<file path="src/source/tlb_pkg.sv">
package tlb_pkg;

  // ==============================
  // tlb geometry
  // ==============================
  localparam int TLB_WAYS         = 4;      // ways searched in parallel
  localparam int TLB_SET_BITS     = 10;     // 1024 sets per way
  localparam int TLB_PAGE_BITS    = 14;     // 16 KiB pages
  localparam int TLB_WAY_SEL_BITS = 2;      // way field in maintenance address
  localparam int TLB_WORD_BITS    = 64;     // one entry per ram word

  // lowest virtual address bit above the set index, start of the tag
  localparam int TLB_TAG_LSB = TLB_PAGE_BITS + TLB_SET_BITS;

  localparam logic [3:0] TLB_ACR_ALL = 4'b1111;  // rights given to bypassed accesses

  // ==============================
  // entry layout
  // ==============================
  typedef struct packed {
    logic [7:0]  asid;       // 63:56 address space id
    logic        glb;        // 55 global page, ignores asid
    logic        dirty;      // 54 set by write-back on a store
    logic        accessed;   // 53 set by write-back on any hit
    logic        rsv_52;     // 52 spare
    logic [3:0]  acr;        // 51:48 access rights code
    logic [15:0] tag;        // 47:32 low AWID-24 bits compared
    logic [5:0]  rsv_31_26;  // 31:26 spare
    logic [25:0] ppn;        // 25:0 low AWID-14 bits used
  } tlb_entry_t;

  // raw word for the ram and maintenance side, fields for lookup and write-back
  typedef union packed {
    logic [TLB_WORD_BITS-1:0] raw;
    tlb_entry_t               ent;
  } tlb_word_u;

endpackage
</file>
<file path="src/source/tlb_ad_update.sv">
`timescale 1ns/10ps

module tlb_ad_update
  import tlb_pkg::*;
#(
  parameter int AWID = 32
) (
  input  logic                     clk_g,
  input  logic                     reset_i,
  input  logic                     xlaten_i,
  input  logic [TLB_WAYS-1:0]      hit_vec_i,
  input  logic [TLB_SET_BITS-1:0]  hit_set_i,
  input  logic [TLB_WORD_BITS-1:0] hit_entry_i,
  input  logic                     hit_we_i,
  output logic [TLB_WAYS-1:0]      ad_we_o,
  output logic [TLB_SET_BITS-1:0]  ad_set_o,
  output logic [TLB_WORD_BITS-1:0] ad_data_o
);

  logic                    xlat_q;                 // xlaten_i one edge ago
  logic                    fall_q;                 // falling edge seen on the last edge
  logic                    cap_vld;                // a hit is held for write-back
  logic [TLB_WAYS-1:0]     cap_hit;
  logic [TLB_SET_BITS-1:0] cap_set;
  tlb_word_u               cap_word;
  logic                    cap_we;

  logic                    new_hit;
  logic                    sel_vld;
  logic [TLB_WAYS-1:0]     sel_hit;
  logic [TLB_SET_BITS-1:0] sel_set;
  tlb_word_u               sel_word;
  logic                    sel_we;
  tlb_word_u               wb_word;

  // ==============================
  // newest hit wins
  // ==============================
  // the last access of a burst reports its hit in the same cycle
  // as fall_q, so a fresh hit bypasses the capture registers
  always_comb begin
    new_hit = |hit_vec_i;
    sel_vld = new_hit | cap_vld;
    if (new_hit) begin
      sel_hit  = hit_vec_i;
      sel_set  = hit_set_i;
      sel_word = hit_entry_i;
      sel_we   = hit_we_i;
    end else begin
      sel_hit  = cap_hit;
      sel_set  = cap_set;
      sel_word = cap_word;
      sel_we   = cap_we;
    end
    wb_word = sel_word;
    wb_word.ent.accessed = 1'b1;
    wb_word.ent.dirty    = sel_we;                 // dirty only after a store
  end

  // ==============================
  // edge detect and write strobe
  // ==============================
  always_ff @(posedge clk_g) begin
    if (reset_i) begin
      xlat_q  <= 1'b0;
      fall_q  <= 1'b0;
      cap_vld <= 1'b0;
      ad_we_o <= '0;
    end else begin
      xlat_q  <= xlaten_i;
      fall_q  <= xlat_q & ~xlaten_i;
      ad_we_o <= '0;                               // single cycle strobe
      if (fall_q) begin
        ad_we_o <= sel_vld ? sel_hit : '0;         // skipped if the burst never hit
        cap_vld <= 1'b0;
      end else begin
        cap_vld <= sel_vld;
      end
    end
  end

  always_ff @(posedge clk_g) begin
    cap_hit  <= sel_hit;
    cap_set  <= sel_set;
    cap_word <= sel_word;
    cap_we   <= sel_we;
    if (fall_q) begin
      ad_set_o  <= sel_set;
      ad_data_o <= wb_word.raw;
    end
  end

endmodule

</file>
<file path="config.mk">
export PLATFORM = sky130hd
export DESIGN_NAME = tlb_ad_update
export DESIGN_NICKNAME = d
export VERILOG_FILES = /design/src/source/tlb_pkg.sv /design/src/source/tlb_ad_update.sv
export SDC_FILE = /design/constraint.sdc
export NUM_CORES = 1
export LEC_CHECK = 0
export ABC_AREA = 1
export BUFFER_PORTS_ARGS = -buffer_cell sky130_fd_sc_hd__buf_2
export CAP_MARGIN = 20
export CORE_MARGIN = 2
export CORE_UTILIZATION = 45
export CTS_BUF_LIST = sky130_fd_sc_hd__clkbuf_4 sky130_fd_sc_hd__clkbuf_8 sky130_fd_sc_hd__clkbuf_16
export DETAILED_ROUTE_END_ITERATION = 7
export MAX_ROUTING_LAYER = met4
export PLACE_DENSITY = 0.71
export SETUP_SLACK_MARGIN = 0.02
export SYNTH_ARGS = -nofsm -noshare
export SYNTH_HDL_FRONTEND = slang
export SYNTH_SLANG_ARGS = --single-unit
export TNS_END_PERCENT = 50
</file>
<file path="constraint.sdc">
create_clock -name clk_g -period 2.61 [get_ports clk_g]
set_input_delay 0.261 -clock clk_g [delete_from_list [all_inputs] [get_ports clk_g]]
set_output_delay 0.261 -clock clk_g [all_outputs]
set_load 0.005 [all_outputs]
</file>
==> After elaboration in Yosys (flattened, before gate mapping) <==
Index checks and enable logic that the tools add are counted.
Widths: inputs -> output; s select.
{ "totals": {"register_bits": 159, "latch_bits": 0, "mem_bits_rw": 0, "mem_bits_ro": 0, "input_bits": 82, "out_inout_bits": 78, "mem_count": 0} }
{ "classes": {"add_sub_neg": 0, "multipliers": 0, "n_div": 0, "order_cmp": 0, "eq_ne": 0, "shifts": 0, "mux": 4, "bitwise": 5, "reduce_logical": 3} }
{ "ops": {"columns": ["op", "count"], "rows": [
  ["$mux 64", 1],
  ["$mux 10", 1],
  ["$mux 4", 1],
  ["$reduce_or 4->1", 1],
  ["$not 1->1", 3],
  ["$reduce_or 3->1", 1],
  ["$reduce_or 2->1", 1],
  ["$and 1x1->1", 1],
  ["$mux 1", 1],
  ["$or 1x1->1", 1]
]} }

==> Logic depth before layout (Yosys ltp) <==
{ "logic_depth": {"word_depth": 4, "mapped_depth": 6, "ltp_nobuf": 5} }

==> Least setup slack after synthesis <==
OpenSTA, ideal clock, no wires.
{ "synth_path": {"path_kind": "reg-to-reg", "startpoint": "reg fall_q", "endpoint": "reg ad_we_o[0]", "setup_ns": 0.064, "t_arrival_ns": 2.321, "required_time_ns": 2.546, "setup_slack_ns": 0.225, "path_stages_with_launch": 5, "n_path_buf": 0, "synth_period_minus_slack_ns": 2.385, "cell_sequence": "dfxtp_1 inv_1 nor2_1 nand2_1 nor2_1"} }
{ "synth_via": {"elab_chain_len": 2} }
{ "synth_rtl": {"columns": ["element", "line", "rtl"], "rows": [
  ["start, declared", "tlb_ad_update.sv:21", "logic fall_q;"],
  ["start signal, assigned", "tlb_ad_update.sv:71", "fall_q <= xlat_q & ~xlaten_i;"],
  ["$not 1->1 (no line)", null, null],
  ["$reduce_or 3->1 (no line)", null, null],
  ["end signal, assigned", "tlb_ad_update.sv:74", "ad_we_o <= sel_vld ? sel_hit : '0;"],
  ["end, declared", "tlb_ad_update.sv:15", "output logic [TLB_WAYS-1:0] ad_we_o,"]
]} }
No other way between the ends.
A chain may end at the register's enable or synchronous reset.

==> Worst setup path after layout <==
{ "layout_path": {"startpoint": "in hit_vec_i[1]", "endpoint": "reg ad_we_o[0]"} }
{ "layout_via": {"elab_chain_len": 4, "word_cells_on_any_way": 5, "classes_between": "mux (1); bitwise (2); reduce/logical (2)"} }
{ "layout_rtl": {"columns": ["element", "line", "rtl"], "rows": [
  ["start, declared", "tlb_ad_update.sv:11", "input logic [TLB_WAYS-1:0] hit_vec_i,"],
  ["$reduce_or 4->1 *", "tlb_ad_update.sv:42", "new_hit = |hit_vec_i;"],
  ["$or 1x1->1", "tlb_ad_update.sv:43", "sel_vld = new_hit | cap_vld;"],
  ["$not 1->1 (no line)", null, null],
  ["$reduce_or 3->1 (no line)", null, null]
]} }
Every way passes the cells marked *; elsewhere a longest branch is shown, timed or not.

==> impl_results.md <==
* Register-to-Register Path Depth at 1
* Hold_sp: reset_i
* Fmax at 759 MHz
* Cells after Synth at 435
* DR pass1 iterations at 4
* CP Launch Type: input port
* Antenna violations before repair at 0
* Final ANT Viol Nets at 0
* Period minus WS final at 1320 ps
* Placement Cell Area at 5960 µm²
* Initial core utilization at 0.463
* Largest net degree at the start of global routing at 79
* Worst path bufs/invs at 2
* Worst endpoint data arrival time at 1610 ps
* Syn-to-layout area delta at 30.2%
* Clk pin slew, worst setup/hold paths at 60 ps
* Setup Total Neg Slack at 0 ps
* Clk buf depth at 2
* Crit path kind: in -> reg
* CTS resizes at 0
* IO buf count at 156
* Fin util at 0.603
* Die width at 110 µm
* Synth cell types at 15
* Syn_area_per_cell at 11.6 µm²
* Max-slew headroom at 0.452
* Critical-path maximum fanout at 78
* Clock Latency Late Sink at 400 ps
* IR drop worst, VDD at 0.000481 V
* Total Power at 0.00550 W
* Die height at 110 µm
* Total Routing Usage GR at 0.176
* Max Slew Vio Count at 0
* CP top delay family: buffers and inverters
* Detailed-placement wirelength estimate at 6380 µm
* Root buffer selected by CTS: clkbuf_16
* Via count at 3440
* R2r endpoint: ad_data_o[33]$_DFFE_PP_
* Vias in the first global route at 3403
* First-pass GRT wire length at 15600 µm
* Post-detailed-route wirelength per cell at 13.6 µm
* DRC Markers at 0
* CP Data Required Time at 2900 ps
* Static leakage power at 3.04 nW
* Layout Nets at 672
* Grt ovf at 0
* Period utilisation layout at 0.505
* GP Congestion at 0.728
* R2r setup slk at 1320 ps
* Post-Syn Area at 5070 µm²
* 1st-iter DRT viols at 154
* Routed wire length at 10100 µm
* Setup Slack @ Placement at 843 ps
* Commonest non-fill, non-tap cells in the layout: buf_2 (156), nand2_1 (153), dfxtp_1 (83)
* Final hold violation count at 0
* RSZ-0062 raised after global routing: no
* Most common cell after layout, fill and taps aside: buf_2
* Pwr dens at 834 nW/µm²
* Worst path cell trace: buf_2 -> nor2_4 -> buf_4 -> nand3b_1 -> nand2_1 -> nor2_1
* FP Rows at 38
* Actual slew at the worst max-slew pin at 822 ps
* Crit-path max cell delay at 650 ps
* Share of layout cells above drive strength 1 at 0.332
* H-tree lvl count at 4
* Post-route cell area at 6600 µm²
* Worst hold path class: in -> reg
* Critical Path End Type: register
* Antenna Cells at 0
* Core ar. at 10900 µm²
* Max-cap violations at 0
* Total die area at 12100 µm²
* WHS Endpoint: fall_q$_SDFF_PP0_
* Worst reg2reg startpoint: fall_q$_SDFF_PP0_
* Final Worst Setup Slack at 1290 ps
* Synthesized flop and latch total at 157
* Post-synthesis sequential area ratio at 0.764
* Critical path's slowest cell: buf_4
* Hold depth at 2
* Total CTS buffers at 17
* Hold_buf cts at 0
* Status: complete, no violations
* Vias per cell at 4.63
* CTS tree: built
* Final Setup Violations at 0
* Clk sinks at 157
* Syn nets at 517
* I/O Pins at 160
* Clk_skew at 4.65 ps
* # Post-CTS Setup Buffers at 0
* Number of synthesis warnings at 0
stage by stage:
stage	instances	hold slack [ps]
after global placement	711	404
after detailed placement	711	401
after global routing	743	44.4
final	743	51.8
after CTS	743	33.6
after floorplan	435	333
how the worst max path moves through the flow:
| stage | to | from | slack [ps] | cells after the start |
|---|---|---|---|---|
| floorplan | ad_we_o[0]$_SDFF_PP0_ | fall_q$_SDFF_PP0_ | 220 | 4 |
| global placement | ad_we_o[0]$_SDFF_PP0_ | hit_vec_i[2] | 870 | 6 |
| detailed placement | ad_we_o[0]$_SDFF_PP0_ | hit_vec_i[1] | 840 | 6 |
| CTS | ad_we_o[0]$_SDFF_PP0_ | hit_vec_i[1] | 1270 | 6 |
| global route | ad_we_o[3]$_SDFF_PP0_ | hit_vec_i[1] | 1130 | 6 |
| finish | ad_we_o[0]$_SDFF_PP0_ | hit_vec_i[1] | 1290 | 6 |
cell families after synthesis:
logic type	Yosys count	synth area share
buffers and inverters	35	0.0323
DFF	157	0.764
other	1	0.000740
and+or+nand+nor	242	0.202
sequential cells by signal (all words and copies together) (netlist names), 4 cells and up:
signal,flops
ad_data_o,63
ad_set_o,10
ad_we_o,4
cap_hit,4
cap_set,10
cap_word,62
synth_stat cells, drive strengths merged:
cell type / n / area share
nand2: 154 / 0.11
dfxtp: 84 / 0.33
nand3: 77 / 0.076
edfxtp: 73 / 0.43
buf: 22 / 0.023
inv: 11 / 0.0081
nor2: 10 / 0.010
clkbuf: 2 / 0.0015
conb: 1 / 0.00074
nand3b: 1 / 0.0015
layout make-up:
| type | instances | area, µm² |
|---|---|---|
| tap | 140 | 175 |
| inverter | 11 | 41.3 |
| fill | 942 | 4340 |
| timing repair buffer | 160 | 836 |
| multi-input combinational | 243 | 1030 |
| sequential | 157 | 3880 |
| clock inverter | 10 | 128 |
| clock buffer | 22 | 510 |
routing by layer:
metal	vias to the layer above	part of all wire	routed length, µm	track usage
met3	9	0.080	806	0.0676
met4	0	0.013	133	0.0670
met2	113	0.46	4660	0.272
met1	1560	0.44	4480	0.210
met5	-	0	0	-
li1	1758	-	-	-
power breakdown:
| part | switching (W) | internal [W] | total, W | leakage (nW) |
|---|---|---|---|---|
| Sequential | 0.0000303 | 0.00269 | 0.00272 | 1.37 |
| Combinational | 0.000148 | 0.0000988 | 0.000247 | 1.36 |
| Clock | 0.000939 | 0.00159 | 0.00253 | 0.306 |
Power figures use the tool's default switching activity.
