$ cat src/source/tlb_pkg.sv
package tlb_pkg;

  // ==============================
  // tlb geometry
  // ==============================
  localparam int TLB_WAYS         = 4;      // ways searched in parallel
  localparam int TLB_SET_BITS     = 10;     // 1024 sets per way
  localparam int TLB_PAGE_BITS    = 14;     // 16 KiB pages
  localparam int TLB_WAY_SEL_BITS = 2;      // way field in maintenance address
  localparam int TLB_WORD_BITS    = 64;     // one entry per ram word

  // lowest virtual address bit above the set index, start of the tag
  localparam int TLB_TAG_LSB = TLB_PAGE_BITS + TLB_SET_BITS;

  localparam logic [3:0] TLB_ACR_ALL = 4'b1111;  // rights given to bypassed accesses

  // ==============================
  // entry layout
  // ==============================
  typedef struct packed {
    logic [7:0]  asid;       // 63:56 address space id
    logic        glb;        // 55 global page, ignores asid
    logic        dirty;      // 54 set by write-back on a store
    logic        accessed;   // 53 set by write-back on any hit
    logic        rsv_52;     // 52 spare
    logic [3:0]  acr;        // 51:48 access rights code
    logic [15:0] tag;        // 47:32 low AWID-24 bits compared
    logic [5:0]  rsv_31_26;  // 31:26 spare
    logic [25:0] ppn;        // 25:0 low AWID-14 bits used
  } tlb_entry_t;

  // raw word for the ram and maintenance side, fields for lookup and write-back
  typedef union packed {
    logic [TLB_WORD_BITS-1:0] raw;
    tlb_entry_t               ent;
  } tlb_word_u;

endpackage
$ cat src/source/tlb_lookup.sv
`timescale 1ns/10ps

module tlb_lookup
  import tlb_pkg::*;
#(
  parameter int AWID = 32                          // 26 to 40
) (
  input  logic                     clk_g,
  input  logic                     reset_i,
  input  logic                     xlaten_i,
  input  logic [AWID-1:0]          ladr_i,
  input  logic                     iacc_i,
  input  logic [AWID-1:0]          iadr_i,
  input  logic [7:0]               asid_i,
  input  logic                     umode_i,
  input  logic                     we_i,
  input  logic [TLB_WORD_BITS-1:0] way_rd_0_i,
  input  logic [TLB_WORD_BITS-1:0] way_rd_1_i,
  input  logic [TLB_WORD_BITS-1:0] way_rd_2_i,
  input  logic [TLB_WORD_BITS-1:0] way_rd_3_i,
  output logic [AWID-1:0]          padr_o,
  output logic [3:0]               acr_o,
  output logic                     tlbmiss_o,
  output logic [TLB_WAYS-1:0]      hit_vec_o,
  output logic [TLB_SET_BITS-1:0]  hit_set_o,
  output logic [TLB_WORD_BITS-1:0] hit_entry_o,
  output logic                     hit_we_o
);

  localparam int TAG_W = AWID - TLB_TAG_LSB;      // tag bits actually compared
  localparam int PPN_W = AWID - TLB_PAGE_BITS;    // ppn bits actually used

  // stage 1, qualifiers carried beside the ram read
  logic                    s1_vld;
  logic [AWID-1:0]         s1_ladr;
  logic [AWID-1:0]         s1_iadr;
  logic                    s1_iacc;
  logic [7:0]              s1_asid;
  logic                    s1_umode;
  logic                    s1_we;

  // stage 2, compare and select
  tlb_word_u                   way_w [TLB_WAYS];
  logic [TLB_WAYS-1:0]         match;
  logic [TLB_WAY_SEL_BITS-1:0] win;              // lowest matching way
  logic [TLB_WAYS-1:0]         win_oh;
  logic                        any_hit;
  logic                        bypass;
  logic [AWID-1:0]             byp_adr;

  assign way_w[0] = way_rd_0_i;
  assign way_w[1] = way_rd_1_i;
  assign way_w[2] = way_rd_2_i;
  assign way_w[3] = way_rd_3_i;

  // ==============================
  // stage 1
  // ==============================
  always_ff @(posedge clk_g) begin
    if (reset_i) begin
      s1_vld <= 1'b0;
    end else begin
      s1_vld <= xlaten_i;                          // ram reads on the same edge
    end
  end

  always_ff @(posedge clk_g) begin
    if (xlaten_i) begin
      s1_ladr  <= ladr_i;
      s1_iadr  <= iadr_i;
      s1_iacc  <= iacc_i;
      s1_asid  <= asid_i;
      s1_umode <= umode_i;
      s1_we    <= we_i;
    end
  end

  // ==============================
  // stage 2 compare
  // ==============================
  always_comb begin
    // fetch, supervisor or top 16 MiB go straight through
    bypass  = s1_iacc | ~s1_umode | (&s1_ladr[AWID-1:TLB_TAG_LSB]);
    byp_adr = s1_iacc ? s1_iadr : s1_ladr;
    for (int i = 0; i < TLB_WAYS; i++) begin
      match[i] = (way_w[i].ent.tag[TAG_W-1:0] == s1_ladr[AWID-1:TLB_TAG_LSB]) &&
                 ((way_w[i].ent.asid == s1_asid) || way_w[i].ent.glb);
    end
    any_hit = |match;
    win     = '0;
    for (int i = TLB_WAYS - 1; i >= 0; i--) begin  // walk down so way 0 wins last
      if (match[i]) begin
        win = TLB_WAY_SEL_BITS'(i);
      end
    end
    win_oh = any_hit ? (TLB_WAYS'(1) << win) : '0;
  end

  // ==============================
  // stage 2 outputs
  // ==============================
  always_ff @(posedge clk_g) begin
    if (reset_i) begin
      tlbmiss_o <= 1'b0;
      acr_o     <= 4'h0;
      hit_vec_o <= '0;
    end else if (s1_vld) begin
      if (bypass) begin
        tlbmiss_o <= 1'b0;
        acr_o     <= TLB_ACR_ALL;
        hit_vec_o <= '0;                           // nothing to write back
      end else if (any_hit) begin
        tlbmiss_o <= 1'b0;
        acr_o     <= way_w[win].ent.acr;
        hit_vec_o <= win_oh;
      end else begin
        tlbmiss_o <= 1'b1;                         // padr_o and acr_o keep old values
        hit_vec_o <= '0;
      end
    end else begin
      hit_vec_o <= '0;                             // one pulse per translated hit
    end
  end

  always_ff @(posedge clk_g) begin
    if (s1_vld) begin
      if (bypass) begin
        padr_o <= byp_adr;
      end else if (any_hit) begin
        padr_o <= {way_w[win].ent.ppn[PPN_W-1:0], s1_ladr[TLB_PAGE_BITS-1:0]};
      end
      hit_set_o   <= s1_ladr[TLB_TAG_LSB-1:TLB_PAGE_BITS];   // set this access read
      hit_entry_o <= way_w[win].raw;
      hit_we_o    <= s1_we;
    end
  end

endmodule

$ cat config.mk
export PLATFORM = sky130hd
export DESIGN_NAME = tlb_lookup
export DESIGN_NICKNAME = d
export VERILOG_FILES = /design/src/source/tlb_pkg.sv /design/src/source/tlb_lookup.sv
export SDC_FILE = /design/constraint.sdc
export NUM_CORES = 1
export LEC_CHECK = 0
export BUFFER_PORTS_ARGS = -buffer_cell sky130_fd_sc_hd__buf_2
export CORE_AREA = 2 2 172 174
export DETAILED_ROUTE_END_ITERATION = 12
export DIE_AREA = 0 0 174 176
export PLACE_DENSITY = 0.6
export SLEW_MARGIN = 20
export SYNTH_ARGS = -nofsm -noshare
export SYNTH_HDL_FRONTEND = slang
export SYNTH_SLANG_ARGS = --single-unit
$ cat constraint.sdc
create_clock -name clk_g -period 4.45 [get_ports clk_g]
set_clock_uncertainty 0.2 [all_clocks]
set_input_delay 0.2225 -clock clk_g [delete_from_list [all_inputs] [get_ports clk_g]]
set_output_delay 0.2225 -clock clk_g [all_outputs]
set_load 0.02 [all_outputs]
## After elaboration in Yosys (flattened, before gate mapping)

Cells that the tools add are included.

- Flip-flop bits (word level): 192
- Bits of input ports: 334
- Output and inout bits: 116
- Logic and storage cells: 57

- $lt $le $gt $ge: 1
- Equality and inequality tests: 8
- Shift operators: 1
- Muxes and demuxes: 14
- Bitwise gates (word level): 6
- Reduce and logical (&&, ||, !) cells: 13

Operators with widths:

| operator | count |
|---|---|
| $bmux 64 s2 | 1 |
| $mux 64 | 2 |
| $mux 32 | 3 |
| $eq 8x8->1 | 8 |
| $mux 2 | 4 |
| $mux 4 | 2 |
| $reduce_and 8->1 | 1 |
| $reduce_or 4->1 | 2 |
| $logic_and 1x1->1 | 4 |
| $logic_or 1x1->1 | 4 |
| $shl 1x2->4 const A | 1 |
| $ge 3x3->1 const B | 1 |
| $not 1->1 | 3 |
| $not 2->3 | 1 |
| $mux 1 | 2 |
| $or 1x1->1 | 2 |
| $reduce_and 2->1 | 1 |
| $reduce_bool 2->1 | 1 |

## Longest topological paths before layout

- Depth in word-level cells: 13
- Mapped depth: 11
- Gate-level depth less buffers: 7

## Worst setup path before layout

OpenSTA, ideal clock, no wires.

- Path kind: flip-flop to flip-flop
- From: register s1_vld
- To: register acr_o[0]
- Library setup time: 0.095 ns
- Arrival: 3.492 ns
- Data required time: 4.155 ns
- Setup slack: 0.662 ns
- Stages on the path, launching flop included: 4
- Path buffers: 0
- Clock period less this slack: 3.788 ns
- Cells stage by stage: dfxtp_1 > o41a_1 > o21bai_1 > a221oi_1

- Longest elaborated chain between the ends: 1

Ends and longest elaborated chain:

| element | RTL line | RTL |
|---|---|---|
| from (decl) | tlb_lookup.sv:34 | `logic s1_vld;` |
| from (signal assigned) | tlb_lookup.sv:63 | `s1_vld <= xlaten_i;` |
| $reduce_and 2->1 (no line) | n/a |  |
| to (signal assigned) | tlb_lookup.sv:114 | `acr_o <= way_w[win].ent.acr;` |
| to (decl) | tlb_lookup.sv:22 | `output logic [3:0] acr_o,` |

Every way passes these cells.
A chain may end at the register's enable or synchronous reset.

## Worst setup path in the final report

- From: register s1_asid[3]
- To: register hit_entry_o[7], data pin

- Longest elaborated chain between the ends: 11
- Elaborated cells between the ends (all ways): 20
- Those cells by class: 4 x eq/ne; 7 x mux; 1 x bitwise; 8 x reduce/logical

Ends and longest elaborated chain:

| element | RTL line | RTL |
|---|---|---|
| from (decl) | tlb_lookup.sv:38 | `logic [7:0] s1_asid;` |
| from (signal assigned) | tlb_lookup.sv:72 | `s1_asid <= asid_i;` |
| $eq 8x8->1 | tlb_lookup.sv:87 | `((way_w[i].ent.asid == s1_asid) \|\| way_w[i].ent.glb);` |
| $logic_or 1x1->1 | tlb_lookup.sv:87 |  |
| $logic_and 1x1->1 | tlb_lookup.sv:86 | `match[i] = (way_w[i].ent.tag[TAG_W-1:0] == s1_ladr[AWID-1:TLB_TAG_LSB]) &&` |
| $mux 2 (3 in a row) | tlb_lookup.sv:92 | `if (match[i]) begin` |
| $mux 2 (*) | tlb_lookup.sv:92 |  |
| $not 2->3 (not written as such) (*) | tlb_lookup.sv:133 | `hit_entry_o <= way_w[win].raw;` |
| $bmux 64 s2 (*) | tlb_lookup.sv:133 |  |
| $mux 64 (not written as such) (*) (2 in a row) | tlb_lookup.sv:133 |  |
| to (signal assigned) | tlb_lookup.sv:133 |  |
| to (decl) | tlb_lookup.sv:26 | `output logic [TLB_WORD_BITS-1:0] hit_entry_o,` |

Mark *: on every way between the ends. The rest lies on a longest branch, timed or not. The select of a mux whose other input is x is not followed.

==> impl_metrics.env <==
export IMPL_status="completed"
export IMPL_die_h_um=176
export IMPL_finalHoldViolCount=0
export IMPL_grt_use_met2_pct=37.67
export IMPL_drc=0
export IMPL_seq_area_mm2=0.005669
export IMPL_grt_pass1_wl_mm=49.21
export IMPL_port_buffers=449
export IMPL_grt_max_degree=85
export IMPL_clockBufferDepth=2
export IMPL_cts_made_buffers=17
export IMPL_critical_path_class="flop to flop"
export IMPL_place_hpwl_mm=23.26
export IMPL_dp_slack_ns=0.9776
export IMPL_start_util_pct=32.95
export IMPL_rsz0062_at_grt="false"
export IMPL_grt_met3_usage_pct=4.931
export IMPL_clkTransAtPathRegs_ns=0.10
export IMPL_muxShareOfSynthArea_pct=22.11
export IMPL_critPathLaunchType="flop"
export IMPL_cellPowerDensity_mw_per_mm2=319.3
export IMPL_swShare_pct=28.89
export IMPL_p_sw_w=0.001343
export IMPL_synthArstFlopShare_pct=0
export IMPL_htree_levels=4
export IMPL_antenna_left=0
export IMPL_seq_area_frac_synth_pct=60.24
export IMPL_post_route_period_util_pct=94.50
export IMPL_cp_required_ns=4.45
export IMPL_hp_class="input pin to flop"
export IMPL_tightest_slew_ns=1.009
export IMPL_ys_types=37
export IMPL_synth_edf_count=182
export IMPL_die_w_um=174
export IMPL_layout_drive_gt1_share_pct=41.87
export IMPL_gp_congestion=0.8984
export IMPL_maxCapViolCount=0
export IMPL_first_global_vias=8410
export IMPL_row_count=62
export IMPL_p_int_w=0.003305
export IMPL_cp_end_kind="flop"
export IMPL_yosysTopAreaCell="edfxtp_1"
export IMPL_fillers=2543
export IMPL_yosysWarnings=0
export IMPL_syn_inst=617
export IMPL_syn_area_mm2=0.009405
export IMPL_leakagePower_nw=5.586
export IMPL_grt_util_met1_pct=25.29
export IMPL_clock_latency_ns=0.43
export IMPL_syn_area_per_cell_um2=15.24
export IMPL_antenna_found_initial=3
export IMPL_relSlewSlack_pct=32.72
export IMPL_worstPathMaxFanout=26
export IMPL_nNetsFinal=1575
export IMPL_yosys_most_used_dff="edfxtp_1"
export IMPL_synth_seq_cells=192
export IMPL_setup_ws_ns=0.2447
export IMPL_setup_viol=0
export IMPL_seq_power_share_pct=46.6
export IMPL_power_frac_clock_pct=37.6
export IMPL_mostFrequentLayoutCell="buf_2"
export IMPL_mostFrequentLayoutCells="448 x buf_2, 192 x mux2i_1, 184 x dlygate4sd3_1, 182 x edfxtp_1, 38 x xor2_1"
export IMPL_synth_compound_area_share_pct=5.228
export IMPL_wl_per_cell_um=20.39
export IMPL_synthSimpleGateAreaFrac_pct=3.778
export IMPL_grt_util_all_layers_pct=21.27
export IMPL_vias=7760
export IMPL_cts_tree="yes"
export IMPL_cp_arrival_ns=4.20
export IMPL_synth_nets=951
export IMPL_area_delta_synth_final_pct=54.80
export IMPL_boundaryPins=450
export IMPL_core_region_area_mm2=0.02855
export IMPL_die_area_mm2=0.03062
export IMPL_root_buffer="clkbuf_16"
export IMPL_grt_ovfl_total=0
export IMPL_synth_top_family_by_area="multiplexers"
export IMPL_ir_drop_uv=267.9
export IMPL_fmax_mhz=237.8
export IMPL_synth_xor_area_share_pct=5.960
export IMPL_first_pass_iters=5
export IMPL_viasPerCell=4.729
export IMPL_finalCriticalPeriod_ns=4.205
export IMPL_multi_input_area_mm2=0.003521
export IMPL_drt_total_wl_mm=33.47
export IMPL_synthAdderAreaFrac_pct=0
export IMPL_drt_iter0_markers=441
export IMPL_p_comb_share_pct=15.8
export IMPL_busiest_layer="met2"
export IMPL_synth_top_cell_area_share_pct=58.11
export IMPL_final_max_slew_viol_count=0
export IMPL_netlist_top_cells_area="edfxtp_1 58%, mux2i_1 20%, xor2_1 3.5%"
export IMPL_cts_sinks=192
export IMPL_tns_ns=0
-- power groups by stage --
stage | Sequential (W) | Clock (W) | Combinational, W
floorplan | 0.00225 | 0 | 0.000230
global placement | 0.00220 | 0 | 0.000595
detailed placement | 0.00221 | 0 | 0.000597
CTS | 0.00217 | 0.00178 | 0.000728
global route | 0.00218 | 0.00186 | 0.000795
finish | 0.00216 | 0.00175 | 0.000735
-- critical path, stage by stage (launching register included) --
cell	delay, ns
edfxtp_1	0.49
xor2_1	0.20
nor4_1	0.40
a41o_1	0.28
o2bb2ai_2	0.14
nor3b_4	0.33
buf_6	0.35
mux2i_1	0.32
dlygate4sd3_1	0.59
mux2i_1	0.07
dlygate4sd3_1	0.58
-- stage by stage --
stage               utilization (%)  hold slack [ns]  cell area, um^2  cells  total power [W]
CTS                           50.80       0.00002121            14500   1635         0.004675
global route                  51.00         0.002473            14560   1641         0.004831
global placement              42.04           0.1984            12000   1420         0.002797
finish                        51.00         0.007731            14560   1641         0.004648
floorplan                         -          0.09157             9405    617         0.002483
detailed placement            42.04           0.2006            12000   1420         0.002803
-- timing repair --
action                     CTS  global route
resized for setup            0             3
hold buffers               183             1
buffers inserted             0             1
setup endpoints to repair    0            26
hold endpoints to repair   123             1
-- cell usage after synthesis, drive strengths merged, types with 4 or more instances --
cell	instances
a211oi	18
a21oi	6
a221oi	22
buf	31
clkbuf	9
dfxtp	10
edfxtp	182
mux2	14
mux2i	192
nand4	8
nor2	8
nor2b	19
nor4	10
o21bai	4
xnor2	26
xor2	38
-- sequential cells by signal, summed over array words and instances, names as in the netlist --
register,count
hit_we_o,1
s1_iadr,32
s1_vld,1
tlbmiss_o,1
padr_o,32
s1_ladr,32
s1_umode,1
s1_iacc,1
s1_asid,8
hit_vec_o,4
s1_we,1
hit_set_o,10
acr_o,4
hit_entry_o,64
-- logic make-up (layout without fill, tap and decap cells) --
kind of cell,after synthesis,in the layout
AO/OA/AOI/OAI,54,54
XOR/XNOR,64,64
other,0,3
multiplexers,206,206
flip-flops,192,192
buffers and inverters,41,678
AND/OR/NAND/NOR,60,60
-- metal layers --
metal  routed length [um]  vias to the layer above
li1                     -                     3654
met2                16790                      325
met1                13720                     3726
met3                 1940                       55
met5                    0                        -
met4                 1019                        0
-- final timing paths --
| check | start | end | slack, ns | cells past startpoint |
|---|---|---|---|---|
| min | way_rd_0_i[38] | hit_entry_o[38]$_DFFE_PP_ | 0.008 | 3 |
| max reg2reg | s1_asid[3]$_DFFE_PP_ | hit_entry_o[7]$_DFFE_PP_ | 0.24 | 10 |
| min reg2reg | s1_we$_DFFE_PP_ | hit_we_o$_DFFE_PP_ | 0.23 | 0 |
| max | s1_asid[3]$_DFFE_PP_ | hit_entry_o[7]$_DFFE_PP_ | 0.24 | 10 |
-- final cells by class --
cell class / instances / share of cell area [%]
clock buffers: 17 / 2.922
well taps: 384 / 3.300
diodes: 3 / 0.05156
multi-input cells: 384 / 24.18
repair buffers: 645 / 28.89
inverters: 1 / 0.02578
flip-flops and latches: 192 / 38.94
clock inverters: 15 / 1.684
Power figures use the tool's default switching activity.
